==> src/hdl/tlb_pkg.sv <==
package tlb_pkg;

    localparam int TLB_ENTRIES = 8;

    typedef logic [$clog2(TLB_ENTRIES)-1:0] tlb_idx_t;
    typedef logic [TLB_ENTRIES-1:0]         tlb_sel_t;

    // stored pmp set is {v, l, x, w, r}
    localparam int PMP_BITS_W = 5;
    typedef logic [PMP_BITS_W-1:0] pmp_bits_t;

    // a megapage entry only compares the upper vpn index
    localparam int TLB_MEGA_TAG_W = 10;

endpackage

==> src/hdl/sv32_pkg.sv <==
package sv32_pkg;

    localparam int PAGE_OFFSET_W = 12;
    localparam int VPN_IDX_W     = 10; // one level index
    localparam int LEVELS        = 2;

    typedef logic [31:0]              vaddr_t;
    typedef logic [33:0]              paddr_t;
    typedef logic [2*VPN_IDX_W-1:0]   vpn_t;   // {vpn1, vpn0}
    typedef logic [21:0]              ppn_t;
    typedef logic [31:0]              pte_t;
    typedef logic [1:0]               prv_t;

    localparam prv_t PRV_U = 2'd0;
    localparam prv_t PRV_S = 2'd1;
    localparam prv_t PRV_M = 2'd3;

    // pte bit positions
    localparam int PTE_V       = 0;
    localparam int PTE_R       = 1;
    localparam int PTE_W       = 2;
    localparam int PTE_X       = 3;
    localparam int PTE_U       = 4;
    localparam int PTE_G       = 5;
    localparam int PTE_A       = 6;
    localparam int PTE_D       = 7;
    localparam int PTE_PPN_LSB = 10;

    localparam logic SATP_MODE_BARE = 1'b0;

    // bit 0 page fault, bit 1 access fault
    typedef logic [1:0] bad_t;
    localparam bad_t BAD_NONE   = 2'b00;
    localparam bad_t BAD_PAGE   = 2'b01;
    localparam bad_t BAD_ACCESS = 2'b10;

endpackage
==> src/hdl/mmu_top.sv <==
module mmu_top (
    input  logic             clk,
    input  logic             rstn,
    input  logic             va_valid,
    input  sv32_pkg::vaddr_t va,
    input  logic             access_w,
    input  logic             access_x,
    input  sv32_pkg::prv_t   prv,
    input  logic             mprv,
    input  sv32_pkg::prv_t   mpp,
    input  logic             sum,
    input  logic             satp_mode,
    input  sv32_pkg::ppn_t   satp_ppn,
    input  logic             pmp_v,
    input  logic             pmp_l,
    input  logic             pmp_x,
    input  logic             pmp_w,
    input  logic             pmp_r,
    input  logic             tlb_flush_req,
    input  logic             tlb_flush_all,
    input  sv32_pkg::vpn_t   tlb_flush_vpn,
    output logic             pa_valid,
    output sv32_pkg::paddr_t pa,
    output sv32_pkg::bad_t   pa_bad,
    output logic             busy,
    output logic             m_arvalid,
    output sv32_pkg::paddr_t m_araddr,
    input  logic             m_arready,
    input  logic             m_rvalid,
    input  sv32_pkg::pte_t   m_rdata,
    input  logic [1:0]       m_rresp
);
    import sv32_pkg::*;
    import tlb_pkg::*;

    vpn_t      lookup_vpn;
    vpn_t      refill_vpn;
    pte_t      refill_pte;
    logic      refill_mega;
    logic      tlb_refill;
    pmp_bits_t pmp_now;

    tlb_sel_t  entry_we;
    logic      entry_clear_all;
    logic      entry_clear_vpn;
    tlb_sel_t  entry_match;
    tlb_sel_t  entry_mega;
    pte_t      entry_pte [TLB_ENTRIES];
    pmp_bits_t entry_pmp [TLB_ENTRIES];

    logic      tlb_hit;
    pte_t      hit_pte;
    logic      hit_mega;
    pmp_bits_t hit_pmp;

    assign pmp_now = {pmp_v, pmp_l, pmp_x, pmp_w, pmp_r}; // captured with each refill

    mmu_walker mmu_walker_inst (
        .clk         (clk),
        .rstn        (rstn),
        .va_valid    (va_valid),
        .va          (va),
        .access_w    (access_w),
        .access_x    (access_x),
        .prv         (prv),
        .mprv        (mprv),
        .mpp         (mpp),
        .sum         (sum),
        .satp_mode   (satp_mode),
        .satp_ppn    (satp_ppn),
        .pmp_v       (pmp_v),
        .pmp_l       (pmp_l),
        .pmp_x       (pmp_x),
        .pmp_w       (pmp_w),
        .pmp_r       (pmp_r),
        .tlb_hit     (tlb_hit),
        .hit_pte     (hit_pte),
        .hit_mega    (hit_mega),
        .hit_pmp     (hit_pmp),
        .m_arready   (m_arready),
        .m_rvalid    (m_rvalid),
        .m_rdata     (m_rdata),
        .m_rresp     (m_rresp),
        .pa_valid    (pa_valid),
        .pa          (pa),
        .pa_bad      (pa_bad),
        .busy        (busy),
        .m_arvalid   (m_arvalid),
        .m_araddr    (m_araddr),
        .lookup_vpn  (lookup_vpn),
        .tlb_refill  (tlb_refill),
        .refill_vpn  (refill_vpn),
        .refill_pte  (refill_pte),
        .refill_mega (refill_mega)
    );

    tlb_fill tlb_fill_inst (
        .clk             (clk),
        .rstn            (rstn),
        .tlb_refill      (tlb_refill),
        .tlb_flush_req   (tlb_flush_req),
        .tlb_flush_all   (tlb_flush_all),
        .entry_we        (entry_we),
        .entry_clear_all (entry_clear_all),
        .entry_clear_vpn (entry_clear_vpn)
    );

    for (genvar i = 0; i < TLB_ENTRIES; i++) begin : g_entry
        tlb_entry tlb_entry_inst (
            .clk           (clk),
            .rstn          (rstn),
            .we            (entry_we[i]),
            .refill_vpn    (refill_vpn),
            .refill_pte    (refill_pte),
            .refill_mega   (refill_mega),
            .refill_pmp    (pmp_now),
            .lookup_vpn    (lookup_vpn),
            .clear_all     (entry_clear_all),
            .clear_vpn     (entry_clear_vpn),
            .tlb_flush_vpn (tlb_flush_vpn),
            .match         (entry_match[i]),
            .pte           (entry_pte[i]),
            .mega          (entry_mega[i]),
            .pmp           (entry_pmp[i])
        );
    end

    tlb_lookup tlb_lookup_inst (
        .match      (entry_match),
        .entry_pte  (entry_pte),
        .entry_mega (entry_mega),
        .entry_pmp  (entry_pmp),
        .tlb_hit    (tlb_hit),
        .hit_pte    (hit_pte),
        .hit_mega   (hit_mega),
        .hit_pmp    (hit_pmp)
    );

endmodule

==> src/hdl/mmu_walker.sv <==
module mmu_walker (
    input  logic               clk,
    input  logic               rstn,
    input  logic               va_valid,
    input  sv32_pkg::vaddr_t   va,
    input  logic               access_w,
    input  logic               access_x,
    input  sv32_pkg::prv_t     prv,
    input  logic               mprv,
    input  sv32_pkg::prv_t     mpp,
    input  logic               sum,
    input  logic               satp_mode,
    input  sv32_pkg::ppn_t     satp_ppn,
    input  logic               pmp_v,
    input  logic               pmp_l,
    input  logic               pmp_x,
    input  logic               pmp_w,
    input  logic               pmp_r,
    input  logic               tlb_hit,
    input  sv32_pkg::pte_t     hit_pte,
    input  logic               hit_mega,
    input  tlb_pkg::pmp_bits_t hit_pmp,
    input  logic               m_arready,
    input  logic               m_rvalid,
    input  sv32_pkg::pte_t     m_rdata,
    input  logic [1:0]         m_rresp,
    output logic               pa_valid,
    output sv32_pkg::paddr_t   pa,
    output sv32_pkg::bad_t     pa_bad,
    output logic               busy,
    output logic               m_arvalid,
    output sv32_pkg::paddr_t   m_araddr,
    output sv32_pkg::vpn_t     lookup_vpn,
    output logic               tlb_refill,
    output sv32_pkg::vpn_t     refill_vpn,
    output sv32_pkg::pte_t     refill_pte,
    output logic               refill_mega
);
    import sv32_pkg::*;
    import tlb_pkg::*;

    typedef enum logic [1:0] {IDLE, CHECK, MREQ, PTE} walk_state_t;
    typedef logic [$clog2(LEVELS)-1:0] level_t;

    walk_state_t state;
    walk_state_t next_state;
    vaddr_t      va_q;
    prv_t        prv_q;
    prv_t        eff_prv;
    logic        acc_w_q;
    logic        acc_x_q;
    logic        bare_q;
    logic        accept;
    logic        ar_done;
    level_t      level;
    ppn_t        ppn_q;
    pte_t        pte_q;
    logic        bus_err_q;
    logic        pte_leaf;
    logic        pte_fault;
    pmp_bits_t   pmp_now;

    // leaf permission rules, shared by tlb hits and walked ptes
    function automatic logic perm_fault(pte_t p, prv_t pv, logic w, logic x, logic s);
        logic r;
        r = !w && !x;
        return (x && !p[PTE_X]) || (r && !p[PTE_R]) || (w && !p[PTE_W])
            || (pv == PRV_U && !p[PTE_U])
            || (pv == PRV_S && p[PTE_U] && (!s || x))
            || !p[PTE_A]
            || (w && !p[PTE_D]);
    endfunction

    function automatic logic pmp_fault(pmp_bits_t m, prv_t pv, logic w, logic x);
        logic r;
        logic enforce;
        logic deny;
        r       = !w && !x;
        enforce = m[3] || pv != PRV_M; // locked entries bind M mode too
        deny    = (x && !m[2]) || (w && !m[1]) || (r && !m[0]);
        return (!m[4] && pv != PRV_M) || (enforce && deny);
    endfunction

    function automatic paddr_t form_pa(pte_t p, logic mega, vaddr_t v);
        ppn_t ppn;
        ppn = p[PTE_PPN_LSB +: $bits(ppn_t)];
        if (mega)
            ppn[VPN_IDX_W-1:0] = v[PAGE_OFFSET_W +: VPN_IDX_W]; // vpn0 passes through
        return {ppn, v[PAGE_OFFSET_W-1:0]};
    endfunction

    assign eff_prv = (mprv && !access_x) ? mpp : prv;
    assign accept  = va_valid && !busy;
    assign pmp_now = {pmp_v, pmp_l, pmp_x, pmp_w, pmp_r};

    always_ff @(posedge clk) begin
        if (accept) begin
            va_q    <= va;
            prv_q   <= eff_prv;
            acc_w_q <= access_w && !access_x;
            acc_x_q <= access_x;
            bare_q  <= eff_prv == PRV_M || satp_mode == SATP_MODE_BARE;
        end
    end

    always_ff @(posedge clk or negedge rstn) begin
        if (!rstn)
            state <= IDLE;
        else
            state <= next_state;
    end

    always_ff @(posedge clk or negedge rstn) begin
        if (!rstn) begin
            ar_done <= 1'b0;
            level   <= '0;
        end else begin
            if (m_arvalid && m_arready)
                ar_done <= 1'b1;
            else if (state == MREQ && ar_done && m_rvalid)
                ar_done <= 1'b0;
            if (state == CHECK)
                level <= level_t'(LEVELS - 1);
            else if (state == PTE && !pa_valid)
                level <= level - 1'b1; // pointer, descend
        end
    end

    always_ff @(posedge clk) begin
        if (state == CHECK)
            ppn_q <= satp_ppn;
        else if (state == PTE)
            ppn_q <= pte_q[PTE_PPN_LSB +: $bits(ppn_t)];
        if (state == MREQ && ar_done && m_rvalid) begin
            pte_q     <= m_rdata;
            bus_err_q <= m_rresp[1];
        end
    end

    assign pte_leaf  = pte_q[PTE_V] && (pte_q[PTE_R] || pte_q[PTE_X]);
    assign pte_fault = !pte_q[PTE_V] || (pte_q[PTE_W] && !pte_q[PTE_R])
                     || (!pte_leaf && level == '0)
                     || (pte_leaf && level != '0 && pte_q[PTE_PPN_LSB +: VPN_IDX_W] != '0)
                     || (pte_leaf && perm_fault(pte_q, prv_q, acc_w_q, acc_x_q, sum));

    always_comb begin
        next_state = state;
        case (state)
            CHECK: next_state = (bare_q || tlb_hit) ? IDLE : MREQ;
            MREQ: begin
                if (ar_done && m_rvalid)
                    next_state = PTE;
            end
            PTE: next_state = pa_valid ? IDLE : MREQ;
            default: ;
        endcase
        if (accept)
            next_state = CHECK; // back to back request in the answer cycle
    end

    always_comb begin
        pa_valid   = 1'b0;
        pa         = '0;
        pa_bad     = BAD_NONE;
        tlb_refill = 1'b0;
        case (state)
            CHECK: begin
                if (bare_q) begin
                    pa_valid = 1'b1;
                    pa       = paddr_t'(va_q);
                end else if (tlb_hit) begin
                    pa_valid = 1'b1;
                    if (perm_fault(hit_pte, prv_q, acc_w_q, acc_x_q, sum)) begin
                        pa_bad = BAD_PAGE;
                    end else begin
                        pa = form_pa(hit_pte, hit_mega, va_q);
                        if (pmp_fault(hit_pmp, prv_q, acc_w_q, acc_x_q))
                            pa_bad = BAD_ACCESS; // pmp bits from refill time
                    end
                end
            end
            PTE: begin
                pa_valid = bus_err_q || pte_fault || pte_leaf;
                if (bus_err_q) begin
                    pa_bad = BAD_ACCESS;
                end else if (pte_fault) begin
                    pa_bad = BAD_PAGE;
                end else if (pte_leaf) begin
                    pa         = form_pa(pte_q, level != '0, va_q);
                    tlb_refill = 1'b1;
                    if (pmp_fault(pmp_now, prv_q, acc_w_q, acc_x_q))
                        pa_bad = BAD_ACCESS;
                end
            end
            default: ;
        endcase
    end

    assign busy = state != IDLE && !pa_valid;

    assign lookup_vpn  = va_q[PAGE_OFFSET_W +: $bits(vpn_t)];
    assign refill_vpn  = va_q[PAGE_OFFSET_W +: $bits(vpn_t)];
    assign refill_pte  = pte_q;
    assign refill_mega = level != '0;

    assign m_arvalid = state == MREQ && !ar_done;
    // pte address is ppn * 4096 + index * 4
    assign m_araddr  = {ppn_q, lookup_vpn[VPN_IDX_W*level +: VPN_IDX_W], 2'b00};

endmodule

==> src/hdl/tlb_lookup.sv <==
module tlb_lookup (
    input  tlb_pkg::tlb_sel_t  match,
    input  sv32_pkg::pte_t     entry_pte [tlb_pkg::TLB_ENTRIES],
    input  tlb_pkg::tlb_sel_t  entry_mega,
    input  tlb_pkg::pmp_bits_t entry_pmp [tlb_pkg::TLB_ENTRIES],
    output logic               tlb_hit,
    output sv32_pkg::pte_t     hit_pte,
    output logic               hit_mega,
    output tlb_pkg::pmp_bits_t hit_pmp
);
    import tlb_pkg::*;

    assign tlb_hit = |match;

    // at most one match bit is set, so an or of masked entries selects it
    always_comb begin
        hit_pte  = '0;
        hit_mega = 1'b0;
        hit_pmp  = '0;
        for (int i = 0; i < TLB_ENTRIES; i++) begin
            hit_pte  |= entry_pte[i] & {$bits(hit_pte){match[i]}};
            hit_mega |= entry_mega[i] & match[i];
            hit_pmp  |= entry_pmp[i] & {$bits(hit_pmp){match[i]}};
        end
    end

endmodule

==> src/hdl/tlb_fill.sv <==
module tlb_fill (
    input  logic             clk,
    input  logic             rstn,
    input  logic             tlb_refill,
    input  logic             tlb_flush_req,
    input  logic             tlb_flush_all,
    output tlb_pkg::tlb_sel_t entry_we,
    output logic             entry_clear_all,
    output logic             entry_clear_vpn
);
    import tlb_pkg::*;

    tlb_idx_t victim;
    logic     do_write;

    // a flush wins over a refill in the same cycle
    assign do_write = tlb_refill && !tlb_flush_req;

    always_ff @(posedge clk or negedge rstn) begin
        if (!rstn) begin
            victim <= '0;
        end else if (do_write) begin
            if (victim == tlb_idx_t'(TLB_ENTRIES - 1))
                victim <= '0;
            else
                victim <= victim + 1'b1;
        end
    end

    assign entry_we        = do_write ? tlb_sel_t'(1) << victim : '0;
    assign entry_clear_all = tlb_flush_req && tlb_flush_all;
    assign entry_clear_vpn = tlb_flush_req && !tlb_flush_all; // single page, compared per entry

endmodule

==> src/hdl/tlb_entry.sv <==
module tlb_entry (
    input  logic               clk,
    input  logic               rstn,
    input  logic               we,
    input  sv32_pkg::vpn_t     refill_vpn,
    input  sv32_pkg::pte_t     refill_pte,
    input  logic               refill_mega,
    input  tlb_pkg::pmp_bits_t refill_pmp,
    input  sv32_pkg::vpn_t     lookup_vpn,
    input  logic               clear_all,
    input  logic               clear_vpn,
    input  sv32_pkg::vpn_t     tlb_flush_vpn,
    output logic               match,
    output sv32_pkg::pte_t     pte,
    output logic               mega,
    output tlb_pkg::pmp_bits_t pmp
);
    import sv32_pkg::*;
    import tlb_pkg::*;

    logic valid;
    vpn_t tag;
    logic flush_hit;

    function automatic logic covers(vpn_t t, logic m, vpn_t v);
        logic upper_eq;
        upper_eq = t[$bits(vpn_t)-1 -: TLB_MEGA_TAG_W] == v[$bits(vpn_t)-1 -: TLB_MEGA_TAG_W];
        return upper_eq && (m || t[VPN_IDX_W-1:0] == v[VPN_IDX_W-1:0]);
    endfunction

    assign match     = valid && covers(tag, mega, lookup_vpn);
    assign flush_hit = valid && covers(tag, mega, tlb_flush_vpn);

    always_ff @(posedge clk or negedge rstn) begin
        if (!rstn)
            valid <= 1'b0;
        else if (clear_all || (clear_vpn && flush_hit))
            valid <= 1'b0;
        else if (we)
            valid <= 1'b1;
    end

    always_ff @(posedge clk) begin
        if (we) begin
            tag  <= refill_vpn;
            pte  <= refill_pte;
            mega <= refill_mega;
            pmp  <= refill_pmp;
        end
    end

endmodule

==> config.mk <==
export PLATFORM = sky130hd
export DESIGN_NAME = mmu_top
export DESIGN_NICKNAME = d
export VERILOG_FILES = /design/src/hdl/tlb_pkg.sv /design/src/hdl/sv32_pkg.sv /design/src/hdl/mmu_top.sv /design/src/hdl/mmu_walker.sv /design/src/hdl/tlb_lookup.sv /design/src/hdl/tlb_fill.sv /design/src/hdl/tlb_entry.sv
export SDC_FILE = /design/constraint.sdc
export NUM_CORES = 1
export LEC_CHECK = 0
export BUFFER_PORTS_ARGS = -buffer_cell sky130_fd_sc_hd__buf_4
export CAP_MARGIN = 30
export CELL_PAD_IN_SITES_DETAIL_PLACEMENT = 0
export CELL_PAD_IN_SITES_GLOBAL_PLACEMENT = 1
export CORE_MARGIN = 1.5
export CORE_UTILIZATION = 54
export CTS_CLUSTER_SIZE = 14
export DETAILED_ROUTE_END_ITERATION = 10
export GPL_TIMING_DRIVEN = 0
export PLACE_DENSITY = 0.86
export SLEW_MARGIN = 20
export SYNTH_ARGS = -nofsm -noshare
export SYNTH_HDL_FRONTEND = slang
export SYNTH_SLANG_ARGS = --single-unit
==> constraint.sdc <==
create_clock -name clk -period 11.4 [get_ports clk]
set_clock_uncertainty 0.05 [all_clocks]
set_input_delay 1.71 -clock clk [delete_from_list [all_inputs] [get_ports clk]]
set_output_delay 1.71 -clock clk [all_outputs]
set_load 0.02 [all_outputs]
==> flow_metrics.env <==
export IMPL_io_buffers=175
export IMPL_fin_crit_ns=6.85
export IMPL_fin_crit_sh=0.601
export IMPL_whs_ns=0.491
export IMPL_routed_via_density=6.21
export IMPL_io_pins=202
export IMPL_cts_resized=0
export IMPL_endpoint_kind="output pin"
export IMPL_ys_warn_count=0
export IMPL_min_path_type="flip-flop to flip-flop"
export IMPL_synth_edff_count=521
export IMPL_grt_ovfl_total=0
export IMPL_antenna_found_initial=1
export IMPL_drtIter0Drc=1983
export IMPL_worst_pin_slew_ns=0.983
export IMPL_netlist_instances=1598
export IMPL_async_reset_ff_frac=0.0280
export IMPL_critical_path_max_fanout=10
export IMPL_syn_to_final_growth_pct=17.3
export IMPL_grt_use_total=0.306
export IMPL_core_area_um2=43200
export IMPL_r2r_cells=8
export IMPL_power_density_nw_per_um2=186
export IMPL_cts_root_buffer="clkbuf_16"
export IMPL_place_inst=2371
export IMPL_max_slew_margin=0.337
export IMPL_routed_wl_um=68400
export IMPL_syn_area_um2=23700
export IMPL_grt_start_max_net_pins=47
export IMPL_grt_use_met3=0.0570
export IMPL_hold_violations=0
export IMPL_drt_pass1_iter_count=5
export IMPL_grt_pass1_wl_um=98300
export IMPL_cts_sinks=536
export IMPL_htreeDepth=2
export IMPL_max_cap_violations=0
export IMPL_place_gp_congestion=0.876
export IMPL_drive_gt1_frac=0.198
export IMPL_yosysTopAreaCellShare=0.661
export IMPL_numCtsBuffers=54
export IMPL_die_x_um=212
export IMPL_synth_most_common_cell="edfxtp_1"
export IMPL_cts_tree="yes"
export IMPL_top_usage_layer="met2"
export IMPL_clk_latency_ns=0.62
export IMPL_grt_use_met2=0.487
export IMPL_place_hpwl_um=45100
export IMPL_startpoint="mmu_walker_inst.va_q[27]"
export IMPL_rsz0062_at_grt="no"
export IMPL_dieHeight_um=212
export IMPL_drc=0
export IMPL_synth_area_leaders="edfxtp_1 (66%), xnor2_1 (7.0%), xor2_1 (4.8%)"
export IMPL_synth_top_flop_cell="edfxtp_1"
export IMPL_rrSetupSlack_ns=6.93
export IMPL_routedWlPerCell_um=27.7
export IMPL_placementRows=76
export IMPL_vias=15339
export IMPL_max_freq_mhz=146
export IMPL_critPathKind="flip-flop to output pin"
export IMPL_postSynthAreaPerCell_um2=14.8
export IMPL_rr_endpoint="g_entry[0].tlb_entry_inst.pte[20]"
export IMPL_yosysTopAreaCell="edfxtp_1"
export IMPL_r2r_start="mmu_walker_inst.refill_pte[16]"
export IMPL_status="finished, final reports clean"
export IMPL_setup_viol=0
export IMPL_die_area_um2=45100
export IMPL_grt_pass1_vias=15183
export IMPL_synth_common_cells="edfxtp_1 (521), xnor2_1 (190), xor2_1 (129), nand2_1 (87)"
export IMPL_grt_util_met1=0.419
export IMPL_holdBufCountCts=0
export IMPL_ys_types=71
export IMPL_synth_yosys_seq_area_share=0.677
export IMPL_setup_tns_ns=0
export IMPL_n_antenna_cell=0
export IMPL_cp_arrival_ns=5.09
export IMPL_post_cts_buffers=0
export IMPL_clock_path_buffers=3
export IMPL_yosys_register_bits=536
export IMPL_nets=1977
export IMPL_worstSetupEndpoint="pa[19]"
export IMPL_critPathLaunchType="flip-flop"
export IMPL_fin_cells=2472
export IMPL_clkTransAtPathRegs_ns=0.06
export IMPL_worst_ir_drop_vdd_mv=0.143
export IMPL_ant_nets=0
export IMPL_drv_slew=0
export IMPL_worstPathRequired_ns=9.64
export IMPL_p_leak_uw=0.00934
export IMPL_start_util=0.548
cells by family (layout without fill, tap and decap cells):
group / after synthesis / count (layout) / share of synthesized area
AND/OR/NAND/NOR: 371 / 371 / 0.0852
AO/OA/AOI/OAI: 224 / 224 / 0.0809
adder cells (fa/ha/maj): 6 / 6 / 0.00317
XOR/XNOR: 320 / 320 / 0.119
multiplexers: 23 / 23 / 0.0106
buffers and inverters: 117 / 405 / 0.0245
flip-flops: 536 / 536 / 0.677
other: 1 / 2 / 0.000158
sequential cells by signal, indices dropped and copies added (netlist names), 2 cells and up:
name	cells
g_entry.tlb_entry_inst.valid	8
mmu_walker_inst.refill_pte	29
mmu_walker_inst.va_q	32
tlb_fill_inst.victim	3
mmu_walker_inst.prv_q	2
g_entry.tlb_entry_inst.tag	160
g_entry.tlb_entry_inst.pmp	40
g_entry.tlb_entry_inst.mega	8
g_entry.tlb_entry_inst.pte	224
mmu_walker_inst.ppn_q	22
mmu_walker_inst.state	2
cells in the final DEF (no fill, tap or decap), types with 11 or more instances in the layout:
cell,synthesis,routed
nor3_1,27,27
dfrtp_1,15,15
o21ai_0,11,11
a22oi_1,61,61
clkinv_2,0,13
xor2_1,129,129
clkbuf_1,45,52
buf_6,12,12
and2_1,15,13
a22o_1,32,32
mux2_2,12,12
nand3_1,52,52
xnor2_1,190,190
and3_1,20,14
nor4_1,42,42
clkinv_1,0,13
a221oi_1,27,27
nor2_1,36,35
nand4_1,61,61
a21oi_1,15,15
edfxtp_1,521,521
clkbuf_16,0,55
buf_4,7,183
nand2_1,87,87
buf_2,20,21
inv_1,29,28
area by class of cell:
cell class / instances / area [um^2]
inverters: 29 / 109
multi-input cells: 946 / 7120
clock buffers: 64 / 1420
flip-flops and latches: 536 / 16000
fillers: 3172 / 15400
repair buffers: 187 / 1550
clock inverters: 37 / 350
plain buffers: 88 / 473
well taps: 585 / 732
power breakdown:
group | internal, uW | switching [uW] | total [uW]
Clock | 1020 | 754 | 1780
Combinational | 328 | 579 | 907
Sequential | 2340 | 137 | 2470
worst min path at each step:
stage / from / end / slack [ns] / depth (start not counted)
4_1_cts: mmu_walker_inst.ar_done / mmu_walker_inst.ar_done / 0.49 / 1
3_5_place_dp: mmu_walker_inst.ar_done / mmu_walker_inst.ar_done / 0.47 / 1
6_report: mmu_walker_inst.ar_done / mmu_walker_inst.ar_done / 0.49 / 1
5_1_grt: mmu_walker_inst.ar_done / mmu_walker_inst.ar_done / 0.53 / 1
2_1_floorplan: mmu_walker_inst.ar_done / mmu_walker_inst.ar_done / 0.45 / 1
3_3_place_gp: mmu_walker_inst.ar_done / mmu_walker_inst.ar_done / 0.46 / 1
routing by layer:
metal | vias up | part of all wire
met1 | 7624 | 0.39
li1 | 6613 | -
met3 | 150 | 0.11
met5 | - | 0.00019
met4 | 2 | 0.035
met2 | 950 | 0.47
critical path, stage by stage (launching register included):
cell and delay (ns):
edfxtp_1 0.64, buf_2 0.60, xnor2_1 0.24, nand4_1 0.18, nor3_1 0.74, a22o_1 0.27
or3_1 0.12, clkbuf_1 0.42, clkbuf_1 0.53, a21oi_1 0.16, o32ai_2 0.36, buf_4 0.21
metrics by stage:
| stage | worst slack [ns] | area [um^2] | utilization | power [uW] |
|---|---|---|---|---|
| after global routing | 4.38 | 27800 | 0.643 | 5300 |
| final | 4.55 | 27800 | 0.643 | 5160 |
| after CTS | 4.61 | 27800 | 0.643 | 5160 |
| after global placement | 4.36 | 25700 | 0.596 | 3380 |
| after floorplan | 6.20 | 23700 | - | 2980 |
| after detailed placement | 5.25 | 26000 | 0.602 | 3410 |
Power figures use the tool's default switching activity.
